--- src/include/csr_map.svh ---
//////////////////////////////
// machine CSR addresses and field bit positions
// included once by the register file package
//////////////////////////////
`ifndef CSR_MAP_SVH
`define CSR_MAP_SVH

// machine information registers
localparam logic [11:0] MVENDORID    = 12'hF11;
localparam logic [11:0] MARCHID      = 12'hF12;
localparam logic [11:0] MIMPID       = 12'hF13;
localparam logic [11:0] MHARTID      = 12'hF14;

// machine trap setup and handling
localparam logic [11:0] MSTATUS      = 12'h300;
localparam logic [11:0] MISA         = 12'h301;
localparam logic [11:0] MIE          = 12'h304;
localparam logic [11:0] MTVEC        = 12'h305;
localparam logic [11:0] MEPC         = 12'h341;
localparam logic [11:0] MCAUSE       = 12'h342;
localparam logic [11:0] MIP          = 12'h344;

// memory protection, low nibble is the index
localparam logic [11:0] PMPCFG_BASE  = 12'h3A0;
localparam logic [11:0] PMPADDR_BASE = 12'h3B0;

// interrupt enable bits, mip uses the same positions
localparam int MIE_MSIE = 3;
localparam int MIE_MTIE = 7;
localparam int MIE_MEIE = 11;

localparam int MSTATUS_MIE     = 3;
localparam int MSTATUS_MPIE    = 7;
localparam int MSTATUS_MPP_LSB = 11;
localparam int MSTATUS_MPP_MSB = 12;

`endif

--- src/csr_pkg.sv ---
//////////////////////////////
// types and constants shared by the machine CSR file
// import with csr_pkg::* in the module header
//////////////////////////////
package csr_pkg;

    `include "csr_map.svh"

    localparam int XLEN = 32;
    localparam int MAX_PMP_ENTRIES = 16;
    // MXL = 1, I and M extensions
    localparam logic [XLEN-1:0] ISA_CODE = 32'h4000_1100;

    typedef enum logic [1:0] {
        CSR_OP_NONE  = 2'd0,
        CSR_OP_WRITE = 2'd1,
        CSR_OP_SET   = 2'd2,
        CSR_OP_CLEAR = 2'd3
    } csr_op_e;

    typedef enum logic [1:0] {
        PRIV_U = 2'b00,
        PRIV_M = 2'b11
    } privilege_e;

    typedef enum logic [1:0] {
        PMP_OFF,
        PMP_TOR,
        PMP_NA4,
        PMP_NAPOT
    } pmp_mode_e;

    typedef enum logic {
        EPC_PC_IF,
        EPC_PC_WB
    } epc_sel_e;

    typedef enum logic [3:0] {
        TGT_NONE,
        TGT_MSTATUS,
        TGT_MIE,
        TGT_MTVEC,
        TGT_MEPC,
        TGT_MCAUSE,
        TGT_PMPCFG,
        TGT_PMPADDR
    } csr_target_e;

    typedef struct packed {
        logic            en;
        csr_op_e         op;
        logic [11:0]     addr;
        logic [XLEN-1:0] wdata;
    } csr_req_t;

    typedef struct packed {
        csr_target_e     target;
        csr_op_e         op;
        logic [3:0]      index;
        logic [XLEN-1:0] wdata;
    } csr_wr_t;

    typedef struct packed {
        logic       take;
        logic       mret;
        logic       irq;
        logic [4:0] code;
        epc_sel_e   epc_sel;
    } trap_req_t;

    // architectural layout, only mie, mpie and mpp are implemented
    typedef struct packed {
        logic [18:0] wpri_31_13;
        logic [1:0]  mpp;
        logic [2:0]  wpri_10_8;
        logic        mpie;
        logic [2:0]  wpri_6_4;
        logic        mie;
        logic [2:0]  wpri_2_0;
    } mstatus_t;

    typedef struct packed {
        mstatus_t        mstatus;
        logic [XLEN-1:0] mie;
        logic [XLEN-1:0] mip;
        logic [XLEN-1:0] mtvec;
        logic [XLEN-1:0] mepc;
        logic [XLEN-1:0] mcause;
    } trap_regs_t;

    // write, set or clear, touching only the bits in mask
    function automatic logic [XLEN-1:0] csr_apply(
        input csr_op_e         op,
        input logic [XLEN-1:0] old_val,
        input logic [XLEN-1:0] wdata,
        input logic [XLEN-1:0] mask
    );
        logic [XLEN-1:0] new_val;
        case (op)
            CSR_OP_WRITE: new_val = wdata;
            CSR_OP_SET:   new_val = old_val | wdata;
            CSR_OP_CLEAR: new_val = old_val & ~wdata;
            default:      new_val = old_val;
        endcase
        return (old_val & ~mask) | (new_val & mask);
    endfunction

endpackage

--- src/csr_access_decode.sv ---
//////////////////////////////
// CSR access decode, legality check and read mux
// purely combinational, answers in the cycle of the request
//////////////////////////////
module csr_access_decode import csr_pkg::*; #(
    parameter int unsigned PMP_ENTRIES = MAX_PMP_ENTRIES
) (
    input  csr_req_t                         csr_req,
    input  privilege_e                       privilege_mode,
    input  logic [XLEN-1:0]                  hartid,
    input  trap_regs_t                       trap_regs,
    input  logic [PMP_ENTRIES-1:0][7:0]      pmpcfg,
    input  logic [PMP_ENTRIES-1:0][XLEN-1:0] pmpaddr,
    output csr_wr_t                          csr_wr,
    output logic [XLEN-1:0]                  csr_rdata,
    output logic                             illegal_csr
);

    logic [3:0]      idx;
    logic            known;
    logic            grant;
    logic [XLEN-1:0] rdata;
    csr_target_e     target;

    assign idx = csr_req.addr[3:0];

    //////////////////////////////
    // address map
    //////////////////////////////
    always_comb begin
        known  = 1'b1;
        rdata  = '0;
        target = TGT_NONE;
        case (csr_req.addr)
            // id registers read zero
            MVENDORID, MARCHID, MIMPID: rdata = '0;
            MHARTID: rdata = hartid;
            MISA:    rdata = ISA_CODE;
            MSTATUS: begin
                rdata  = trap_regs.mstatus;
                target = TGT_MSTATUS;
            end
            MIE: begin
                rdata  = trap_regs.mie;
                target = TGT_MIE;
            end
            MTVEC: begin
                rdata  = trap_regs.mtvec;
                target = TGT_MTVEC;
            end
            MEPC: begin
                rdata  = trap_regs.mepc;
                target = TGT_MEPC;
            end
            MCAUSE: begin
                rdata  = trap_regs.mcause;
                target = TGT_MCAUSE;
            end
            // mip follows the lines, writes are dropped
            MIP: rdata = trap_regs.mip;
            default: begin
                if (csr_req.addr[11:4] == PMPCFG_BASE[11:4] && idx < PMP_ENTRIES / 4) begin
                    rdata  = pmpcfg[4*idx +: 4];
                    target = TGT_PMPCFG;
                end else if (csr_req.addr[11:4] == PMPADDR_BASE[11:4]
                             && idx < PMP_ENTRIES) begin
                    rdata  = pmpaddr[idx];
                    target = TGT_PMPADDR;
                end else begin
                    known = 1'b0;
                end
            end
        endcase
    end

    // only machine mode reaches these registers
    assign grant       = known && (privilege_mode == PRIV_M);
    assign illegal_csr = csr_req.en && !grant;
    assign csr_rdata   = (csr_req.en && grant) ? rdata : '0;

    assign csr_wr = '{
        target: (csr_req.en && grant && csr_req.op != CSR_OP_NONE) ? target : TGT_NONE,
        op:     csr_req.op,
        index:  idx,
        wdata:  csr_req.wdata
    };

endmodule

--- src/csr_file.sv ---
//////////////////////////////
// machine-mode CSR file of the RV32 core
// single-cycle CSR access, trap entry and mret, PMP registers
//////////////////////////////
module csr_file import csr_pkg::*; #(
    parameter int unsigned PMP_ENTRIES = 16
) (
    input  logic                             clk,
    input  logic                             reset_n,
    input  csr_req_t                         csr_req,
    input  trap_req_t                        trap_req,
    input  logic [XLEN-1:0]                  pc_if,
    input  logic [XLEN-1:0]                  pc_wb,
    input  logic [XLEN-1:0]                  hartid,
    input  logic                             extern_intr,
    input  logic                             timer_intr,
    input  logic                             software_intr,
    output logic [XLEN-1:0]                  csr_rdata,
    output logic                             illegal_csr,
    output privilege_e                       privilege_mode,
    output logic                             mstatus_mie,
    output logic [XLEN-1:0]                  mie,
    output logic [XLEN-1:0]                  mtvec,
    output logic [XLEN-1:0]                  mepc,
    output logic [PMP_ENTRIES-1:0][7:0]      pmpcfg,
    output logic [PMP_ENTRIES-1:0][XLEN-1:0] pmpaddr
);

    csr_wr_t    csr_wr;
    trap_regs_t trap_regs;

    csr_access_decode #(
        .PMP_ENTRIES(PMP_ENTRIES)
    ) csr_access_decode_inst (
        .csr_req        (csr_req),
        .privilege_mode (privilege_mode),
        .hartid         (hartid),
        .trap_regs      (trap_regs),
        .pmpcfg         (pmpcfg),
        .pmpaddr        (pmpaddr),
        .csr_wr         (csr_wr),
        .csr_rdata      (csr_rdata),
        .illegal_csr    (illegal_csr)
    );

    csr_trap_unit csr_trap_unit_inst (
        .clk            (clk),
        .reset_n        (reset_n),
        .csr_wr         (csr_wr),
        .trap_req       (trap_req),
        .pc_if          (pc_if),
        .pc_wb          (pc_wb),
        .extern_intr    (extern_intr),
        .timer_intr     (timer_intr),
        .software_intr  (software_intr),
        .privilege_mode (privilege_mode),
        .mstatus_mie    (mstatus_mie),
        .trap_regs      (trap_regs),
        .mie            (mie),
        .mtvec          (mtvec),
        .mepc           (mepc)
    );

    csr_pmp_unit #(
        .PMP_ENTRIES(PMP_ENTRIES)
    ) csr_pmp_unit_inst (
        .clk     (clk),
        .reset_n (reset_n),
        .csr_wr  (csr_wr),
        .pmpcfg  (pmpcfg),
        .pmpaddr (pmpaddr)
    );

endmodule

--- src/csr_pmp_unit.sv ---
//////////////////////////////
// PMP configuration and address registers
// locked entries hold until reset
//////////////////////////////
module csr_pmp_unit import csr_pkg::*; #(
    parameter int unsigned PMP_ENTRIES = MAX_PMP_ENTRIES
) (
    input  logic                             clk,
    input  logic                             reset_n,
    input  csr_wr_t                          csr_wr,
    output logic [PMP_ENTRIES-1:0][7:0]      pmpcfg,
    output logic [PMP_ENTRIES-1:0][XLEN-1:0] pmpaddr
);

    // four entries per pmpcfg word
    localparam int unsigned CFG_WORDS = PMP_ENTRIES / 4;

    logic [PMP_ENTRIES-1:0][7:0]      cfg_q;
    logic [PMP_ENTRIES-1:0][XLEN-1:0] addr_q;
    logic [CFG_WORDS-1:0][XLEN-1:0]   cfg_word_next;
    logic [PMP_ENTRIES-1:0]           addr_lock;

    if (PMP_ENTRIES == 0 || PMP_ENTRIES % 4 != 0 || PMP_ENTRIES > MAX_PMP_ENTRIES)
    begin : g_bad_entries
        $error("PMP_ENTRIES must be 4, 8, 12 or 16");
    end

    // op applied to the whole packed word, entries then pick their byte
    for (genvar k = 0; k < CFG_WORDS; k++) begin : g_cfg_word
        assign cfg_word_next[k] = csr_apply(csr_wr.op, cfg_q[4*k +: 4], csr_wr.wdata, '1);
    end

    //////////////////////////////
    // per entry
    //////////////////////////////
    for (genvar n = 0; n < PMP_ENTRIES; n++) begin : g_entry
        logic cfg_hit;
        logic addr_hit;

        assign cfg_hit  = (csr_wr.target == TGT_PMPCFG) && (csr_wr.index == 4'(n / 4));
        assign addr_hit = (csr_wr.target == TGT_PMPADDR) && (csr_wr.index == 4'(n));

        // a locked tor entry above also freezes this address
        if (n == PMP_ENTRIES - 1) begin : g_top
            assign addr_lock[n] = cfg_q[n][7];
        end else begin : g_below
            assign addr_lock[n] = cfg_q[n][7]
                || (cfg_q[n+1][7] && pmp_mode_e'(cfg_q[n+1][4:3]) == PMP_TOR);
        end

        always_ff @(posedge clk or negedge reset_n) begin
            if (!reset_n) begin
                cfg_q[n] <= '0;
            end else if (cfg_hit && !cfg_q[n][7]) begin
                cfg_q[n] <= cfg_word_next[n/4][8*(n%4) +: 8];
            end
        end

        always_ff @(posedge clk or negedge reset_n) begin
            if (!reset_n) begin
                addr_q[n] <= '0;
            end else if (addr_hit && !addr_lock[n]) begin
                addr_q[n] <= csr_apply(csr_wr.op, addr_q[n], csr_wr.wdata, '1);
            end
        end

        // only reset can release a lock
        a_lock_holds: assert property (@(posedge clk) disable iff (!reset_n)
            cfg_q[n][7] |=> $stable(cfg_q[n]));
    end

    assign pmpcfg  = cfg_q;
    assign pmpaddr = addr_q;

endmodule

--- src/csr_trap_unit.sv ---
//////////////////////////////
// trap registers and privilege mode
// CSR writes come in decoded, trap and mret from the core
//////////////////////////////
module csr_trap_unit import csr_pkg::*; (
    input  logic            clk,
    input  logic            reset_n,
    input  csr_wr_t         csr_wr,
    input  trap_req_t       trap_req,
    input  logic [XLEN-1:0] pc_if,
    input  logic [XLEN-1:0] pc_wb,
    input  logic            extern_intr,
    input  logic            timer_intr,
    input  logic            software_intr,
    output privilege_e      privilege_mode,
    output logic            mstatus_mie,
    output trap_regs_t      trap_regs,
    output logic [XLEN-1:0] mie,
    output logic [XLEN-1:0] mtvec,
    output logic [XLEN-1:0] mepc
);

    // writable bits per register
    localparam logic [XLEN-1:0] MSTATUS_WMASK = (XLEN'(1) << MSTATUS_MIE)
                                              | (XLEN'(1) << MSTATUS_MPIE)
                                              | (XLEN'(3) << MSTATUS_MPP_LSB);
    localparam logic [XLEN-1:0] MIE_WMASK     = (XLEN'(1) << MIE_MSIE)
                                              | (XLEN'(1) << MIE_MTIE)
                                              | (XLEN'(1) << MIE_MEIE);
    localparam logic [XLEN-1:0] MTVEC_WMASK   = 32'hFFFF_FF03;
    localparam logic [XLEN-1:0] MEPC_WMASK    = 32'hFFFF_FFFE;
    localparam logic [XLEN-1:0] MCAUSE_WMASK  = 32'h8000_001F;

    mstatus_t        mstatus_q;
    mstatus_t        mstatus_n;
    privilege_e      priv_q;
    privilege_e      priv_n;
    logic [XLEN-1:0] mie_q;
    logic [XLEN-1:0] mie_n;
    logic [XLEN-1:0] mip_q;
    logic [XLEN-1:0] mtvec_q;
    logic [XLEN-1:0] mtvec_n;
    logic [XLEN-1:0] mepc_q;
    logic [XLEN-1:0] mepc_n;
    logic [XLEN-1:0] mcause_q;
    logic [XLEN-1:0] mcause_n;
    logic [XLEN-1:0] trap_pc;

    assign trap_pc = (trap_req.epc_sel == EPC_PC_WB) ? pc_wb : pc_if;

    //////////////////////////////
    // next state
    //////////////////////////////
    always_comb begin
        mstatus_n = mstatus_q;
        mepc_n    = mepc_q;
        mcause_n  = mcause_q;
        priv_n    = priv_q;

        // trap wins over mret
        if (trap_req.take) begin
            mstatus_n.mie  = 1'b0;
            mstatus_n.mpie = mstatus_q.mie;
            mstatus_n.mpp  = priv_q;
            mepc_n         = {trap_pc[XLEN-1:1], 1'b0};
            mcause_n       = {trap_req.irq, {(XLEN-6){1'b0}}, trap_req.code};
            priv_n         = PRIV_M;
        end else if (trap_req.mret) begin
            mstatus_n.mie  = mstatus_q.mpie;
            mstatus_n.mpie = 1'b1;
            mstatus_n.mpp  = PRIV_U;
            priv_n         = privilege_e'(mstatus_q.mpp);
        end

        // a CSR instruction overrides the trap update of the same register
        case (csr_wr.target)
            TGT_MSTATUS: mstatus_n = csr_apply(csr_wr.op, mstatus_q, csr_wr.wdata,
                                               MSTATUS_WMASK);
            TGT_MEPC:    mepc_n    = csr_apply(csr_wr.op, mepc_q, csr_wr.wdata, MEPC_WMASK);
            TGT_MCAUSE:  mcause_n  = csr_apply(csr_wr.op, mcause_q, csr_wr.wdata,
                                               MCAUSE_WMASK);
            default: ;
        endcase
    end

    assign mie_n   = (csr_wr.target == TGT_MIE)
                   ? csr_apply(csr_wr.op, mie_q, csr_wr.wdata, MIE_WMASK) : mie_q;
    assign mtvec_n = (csr_wr.target == TGT_MTVEC)
                   ? csr_apply(csr_wr.op, mtvec_q, csr_wr.wdata, MTVEC_WMASK) : mtvec_q;

    //////////////////////////////
    // registers
    //////////////////////////////
    always_ff @(posedge clk or negedge reset_n) begin
        if (!reset_n) begin
            mstatus_q      <= '0;
            mstatus_q.mpie <= 1'b1;
            mstatus_q.mpp  <= PRIV_U;
            priv_q         <= PRIV_M;
            mie_q          <= '0;
            mtvec_q        <= '0;
            mepc_q         <= '0;
            mcause_q       <= '0;
        end else begin
            mstatus_q <= mstatus_n;
            priv_q    <= priv_n;
            mie_q     <= mie_n;
            mtvec_q   <= mtvec_n;
            mepc_q    <= mepc_n;
            mcause_q  <= mcause_n;
        end
    end

    // pending bits sit at the same positions as the enables
    always_ff @(posedge clk or negedge reset_n) begin
        if (!reset_n) begin
            mip_q <= '0;
        end else begin
            mip_q           <= '0;
            mip_q[MIE_MEIE] <= extern_intr;
            mip_q[MIE_MTIE] <= timer_intr;
            mip_q[MIE_MSIE] <= software_intr;
        end
    end

    assign privilege_mode = priv_q;
    assign mstatus_mie    = mstatus_q.mie;
    assign mie            = mie_q;
    assign mtvec          = mtvec_q;
    assign mepc           = mepc_q;

    assign trap_regs = '{
        mstatus: mstatus_q,
        mie:     mie_q,
        mip:     mip_q,
        mtvec:   mtvec_q,
        mepc:    mepc_q,
        mcause:  mcause_q
    };

    // the core never asks for trap entry and return together
    a_take_mret_excl: assert property (@(posedge clk) disable iff (!reset_n)
        !(trap_req.take && trap_req.mret));

endmodule

--- config.mk ---
export PLATFORM = sky130hd
export DESIGN_NAME = csr_file
export DESIGN_NICKNAME = d
export VERILOG_FILES = /design/src/csr_pkg.sv /design/src/csr_access_decode.sv /design/src/csr_file.sv /design/src/csr_pmp_unit.sv /design/src/csr_trap_unit.sv
export VERILOG_INCLUDE_DIRS = /design/src /design/src/include
export SDC_FILE = /design/constraint.sdc
export NUM_CORES = 2
export LEC_CHECK = 0
export BUFFER_PORTS_ARGS = -buffer_cell sky130_fd_sc_hd__buf_2
export CAP_MARGIN = 5
export CELL_PAD_IN_SITES_DETAIL_PLACEMENT = 2
export CELL_PAD_IN_SITES_GLOBAL_PLACEMENT = 2
export CORE_AREA = 2 2 363 365
export CTS_BUF_LIST = sky130_fd_sc_hd__clkbuf_4 sky130_fd_sc_hd__clkbuf_8
export CTS_CLUSTER_DIAMETER = 50
export DETAILED_ROUTE_END_ITERATION = 7
export DIE_AREA = 0 0 365 367
export PLACE_DENSITY_LB_ADDON = 0.2
export SYNTH_ARGS = -nofsm -noshare
export SYNTH_HDL_FRONTEND = slang
export SYNTH_SLANG_ARGS = --single-unit
export TNS_END_PERCENT = 20
--- constraint.sdc ---
create_clock -name clk -period 4.7 [get_ports clk]
set_input_delay 0 -clock clk [delete_from_list [all_inputs] [get_ports clk]]
set_output_delay 0 -clock clk [all_outputs]
set_load 0.05 [all_outputs]
==> summary.md <==
| Metric | Value |
|---|---|
| CP endpoint kind | flop |
| PortBufs | 890 |
| Synth cell types | 70 |
| Initial Util | 0.272 |
| Die area | 134,000 um2 |
| Reg clk slew, reported paths | 60 ps |
| Layout area overhead | 30.3% |
| Comb pwr share | 0.090 |
| Worst Hold Class | primary input to flop |
| Crit path max fanout | 8 |
| Switching pwr | 0.00432 W |
| Sw Ratio | 0.280 |
| Slew @ Worst Pin | 1330 ps |
| Buf/Inv on CP | 2 |
| DR vias/cell | 5.71 |
| Die X | 365 um |
| Num CTS Buffers | 154 |
| MaxCap Viol Count | 0 |
| Main flop type after synthesis | dfrtp_1 |
| CP Class | flop to flop |
| CTS max path bufs | 3 |
| Flop pwr share | 0.407 |
| Setup bufs post-CTS | 0 |
| Share of cells above drive strength 1 | 0.343 |
| YS warnings | 0 |
| Clk_lat worst skew | 880 ps |
| RSZ-0062 raised after global routing | no |
| EDFF count, synth | 0 |
| Root buffer cell | clkbuf_8 |
| Vias in the first global route | 36.7k |
| Max-slew headroom | 0.111 |
| Via Count | 35.2k |
| Cell Rows | 133 |
| Yosys reg bits | 715 |
| Sequential share of the synthesized area | 0.504 |
| Syn avg cell area | 10.5 um2 |
| Mapped Cells | 3,393 |
| Final Max Tran Viols | 0 |
| Synthesized area | 35,500 um2 |
| # setup viols final | 0 |
| Max VDD drop | 0.262 mV |
| CTS tree | yes |
| I/O pin count | 929 |
| Async SR Flop Fraction | 1.00 |
| Lkg Pwr | 21.9 nW |
| Pwr Density | 333 nW/um2 |
| Crit-path slowest cell | o21ai_1 |
| Final #Nets | 4,441 |
| GP Congestion | 0.842 |
| Initial antenna violation count | 26 |
| Final Cycle Share | 0.897 |
| Final Hold Fails | 0 |
| Levels on crit path | 8 |
| Total power | 0.0154 W |
| Crit path time final | 4220 ps |
| GRT Total Usage | 0.319 |
| DRC violations left | 0 |
| Clock Sinks | 715 |
| CP cell instances | nand3_1 > or2_2 > or4_1 > o21ai_1 > nor2_1 > dlygate4sd3_1 > a211o_1 > dlygate4sd3_1 |
| DP HPWL | 147,000 um |
| Final worst slack | 484 ps |
| Commonest cells after routing, fill and taps aside | 946 x o21ai_0, 883 x buf_2, 712 x dfrtp_1 |
| Layout Utilization | 0.355 |
| Htree depth | 4 |
| Max Freq | 237 MHz |
| CP required | 5440 ps |
| Routed length per instance | 35.3 um |
| Pre-antenna DRT Iters | 8 |
| Crit path DAT | 4960 ps |
| Clock Skew | 43.4 ps |
| Largest net degree at the start of global routing | 139 |
| Commonest non-fill, non-tap cell in the layout | o21ai_0 |
| Clk pwr share | 0.503 |
| Die Ht | 367 um |
| Core area | 130,000 um2 |
| Final WL | 217,000 um |
| Hold Path Depth | 5 |
| First-pass GRT wire length | 301,000 um |
| Most used cell, CP | dlygate4sd3_1 |
| Grt ovf | 0 |
| DRT antenna net count | 0 |
| R2R cell count | 8 |
| Status | complete, no violations |
| Critical Path Start Type | flop |
| Pre-CTS setup slack | 860 ps |
| Critical Path Max Stage Delay | 810 ps |
| Int Pwr | 0.0111 W |
| Crit-path leading delay family | simple AND/OR/NAND/NOR gates |
| Final TNS setup | 0 ps |
| Drt first-iter violations | 3,054 |
## per-stage QoR
step / hold slack, ps / cell area, um2 / cells
after global placement: 94.2 / 41100 / 5714
after global routing: 93.9 / 46200 / 6159
after detailed placement: 99.9 / 41100 / 5714
after CTS: 4.71 / 46200 / 6152
final: 96.1 / 46300 / 6163
after floorplan: -296 / 35600 / 3428
## layer usage
layer  vias to the layer above  track usage  routed length (um)  part of all wire
li1                      14300            -                   -                 -
met3                       295       0.0699               14500             0.067
met2                      1398        0.509              103000              0.47
met5                         -            0                  63           0.00029
met1                     19100        0.427               93200              0.43
met4                        12        0.106                6780             0.031
## cells by family after synthesis
family	synth area share
DFF	0.504
other	0.000106
and+or+nand+nor	0.0582
xor gates and xnor gates	0.000740
AOI/OAI and AO/OA	0.238
muxes	0.132
buffers and inverters	0.0661
## what timing repair did
action,in CTS,in global routing
resized for setup,0,0
hold buffers,169,0
hold endpoints to repair,1427,0
## registers in the layout (all words and copies together) (netlist names)
signal,count
csr_pmp_unit_inst.pmpcfg,128
csr_trap_unit_inst.mie,3
csr_trap_unit_inst.mtvec,26
csr_trap_unit_inst.mcause_q,6
csr_trap_unit_inst.mepc,31
csr_trap_unit_inst.mstatus_mie,1
csr_trap_unit_inst.mip_q,3
csr_pmp_unit_inst.pmpaddr,512
csr_trap_unit_inst.privilege_mode,2
csr_trap_unit_inst.trap_regs,3
## synth_stat cells, types with 5 or more instances
cell | number | area (um2)
o21ai_0 | 947 | 4740
nor2_1 | 76 | 285
nand4_1 | 12 | 75.1
inv_1 | 25 | 93.8
dfrtp_1 | 712 | 17800
o2bb2ai_1 | 6 | 52.6
a221o_1 | 7 | 70.1
buf_1 | 21 | 78.8
nand2b_1 | 12 | 75.1
a222oi_1 | 19 | 190
buf_2 | 43 | 215
o221ai_1 | 5 | 43.8
nand2_1 | 168 | 631
or2_2 | 9 | 56.3
and3_1 | 9 | 56.3
a22oi_1 | 34 | 255
clkbuf_1 | 297 | 1110
nor4_1 | 7 | 43.8
or4_1 | 9 | 67.6
o22ai_1 | 7 | 43.8
a22o_1 | 13 | 114
o21ai_1 | 238 | 1190
or3_1 | 11 | 68.8
a211o_1 | 6 | 52.6
o211ai_1 | 30 | 225
a31oi_1 | 31 | 194
or2_0 | 13 | 81.3
nor3_1 | 28 | 140
mux2i_1 | 47 | 470
o31ai_1 | 111 | 833
nand3_1 | 33 | 165
buf_6 | 10 | 113
o21bai_1 | 19 | 143
buf_4 | 97 | 728
nor2b_1 | 8 | 50.1
a21oi_1 | 30 | 150
mux4_2 | 186 | 4190
## final timing paths
path,endpoint,slack [ps],start
max in group asynchronous,csr_pmp_unit_inst.pmpaddr[348],3450,reset_n
max,csr_trap_unit_inst.mepc[31],480,csr_trap_unit_inst.privilege_mode[0]
max reg2reg,csr_trap_unit_inst.mepc[31],480,csr_trap_unit_inst.privilege_mode[0]
min reg2reg,csr_pmp_unit_inst.pmpcfg[86],530,csr_pmp_unit_inst.pmpcfg[86]
min,csr_pmp_unit_inst.pmpaddr[503],100,csr_req[35]
min in group asynchronous,csr_pmp_unit_inst.pmpaddr[140],440,reset_n
## worst min-delay path: stages
cell,delay (ps)
buf_4,260
nand2_1,240
nor3_1,190
nand3_1,130
nand2_1,50
## power groups by stage
| stage | registers [W] | logic (W) | clock network, W |
|---|---|---|---|
| after floorplan | 0.00636 | 0.000689 | 0 |
| after global placement | 0.00637 | 0.00123 | 0 |
| after detailed placement | 0.00638 | 0.00124 | 0 |
| after CTS | 0.00627 | 0.00138 | 0.00789 |
| after global routing | 0.00627 | 0.00148 | 0.00818 |
| final | 0.00627 | 0.00139 | 0.00776 |
## cell type report
type                       instances  area [um2]
tap                             1755        2200
timing repair buffer            1168        7100
multi-input combinational       2219       15500
clock inverter                    36         485
clock buffer                     233        2910
sequential                       715       17900
fill                           14300       84200
inverter                          26        98.8
antenna                           11        27.5
Note: power is estimated with default switching activity, not from simulation.
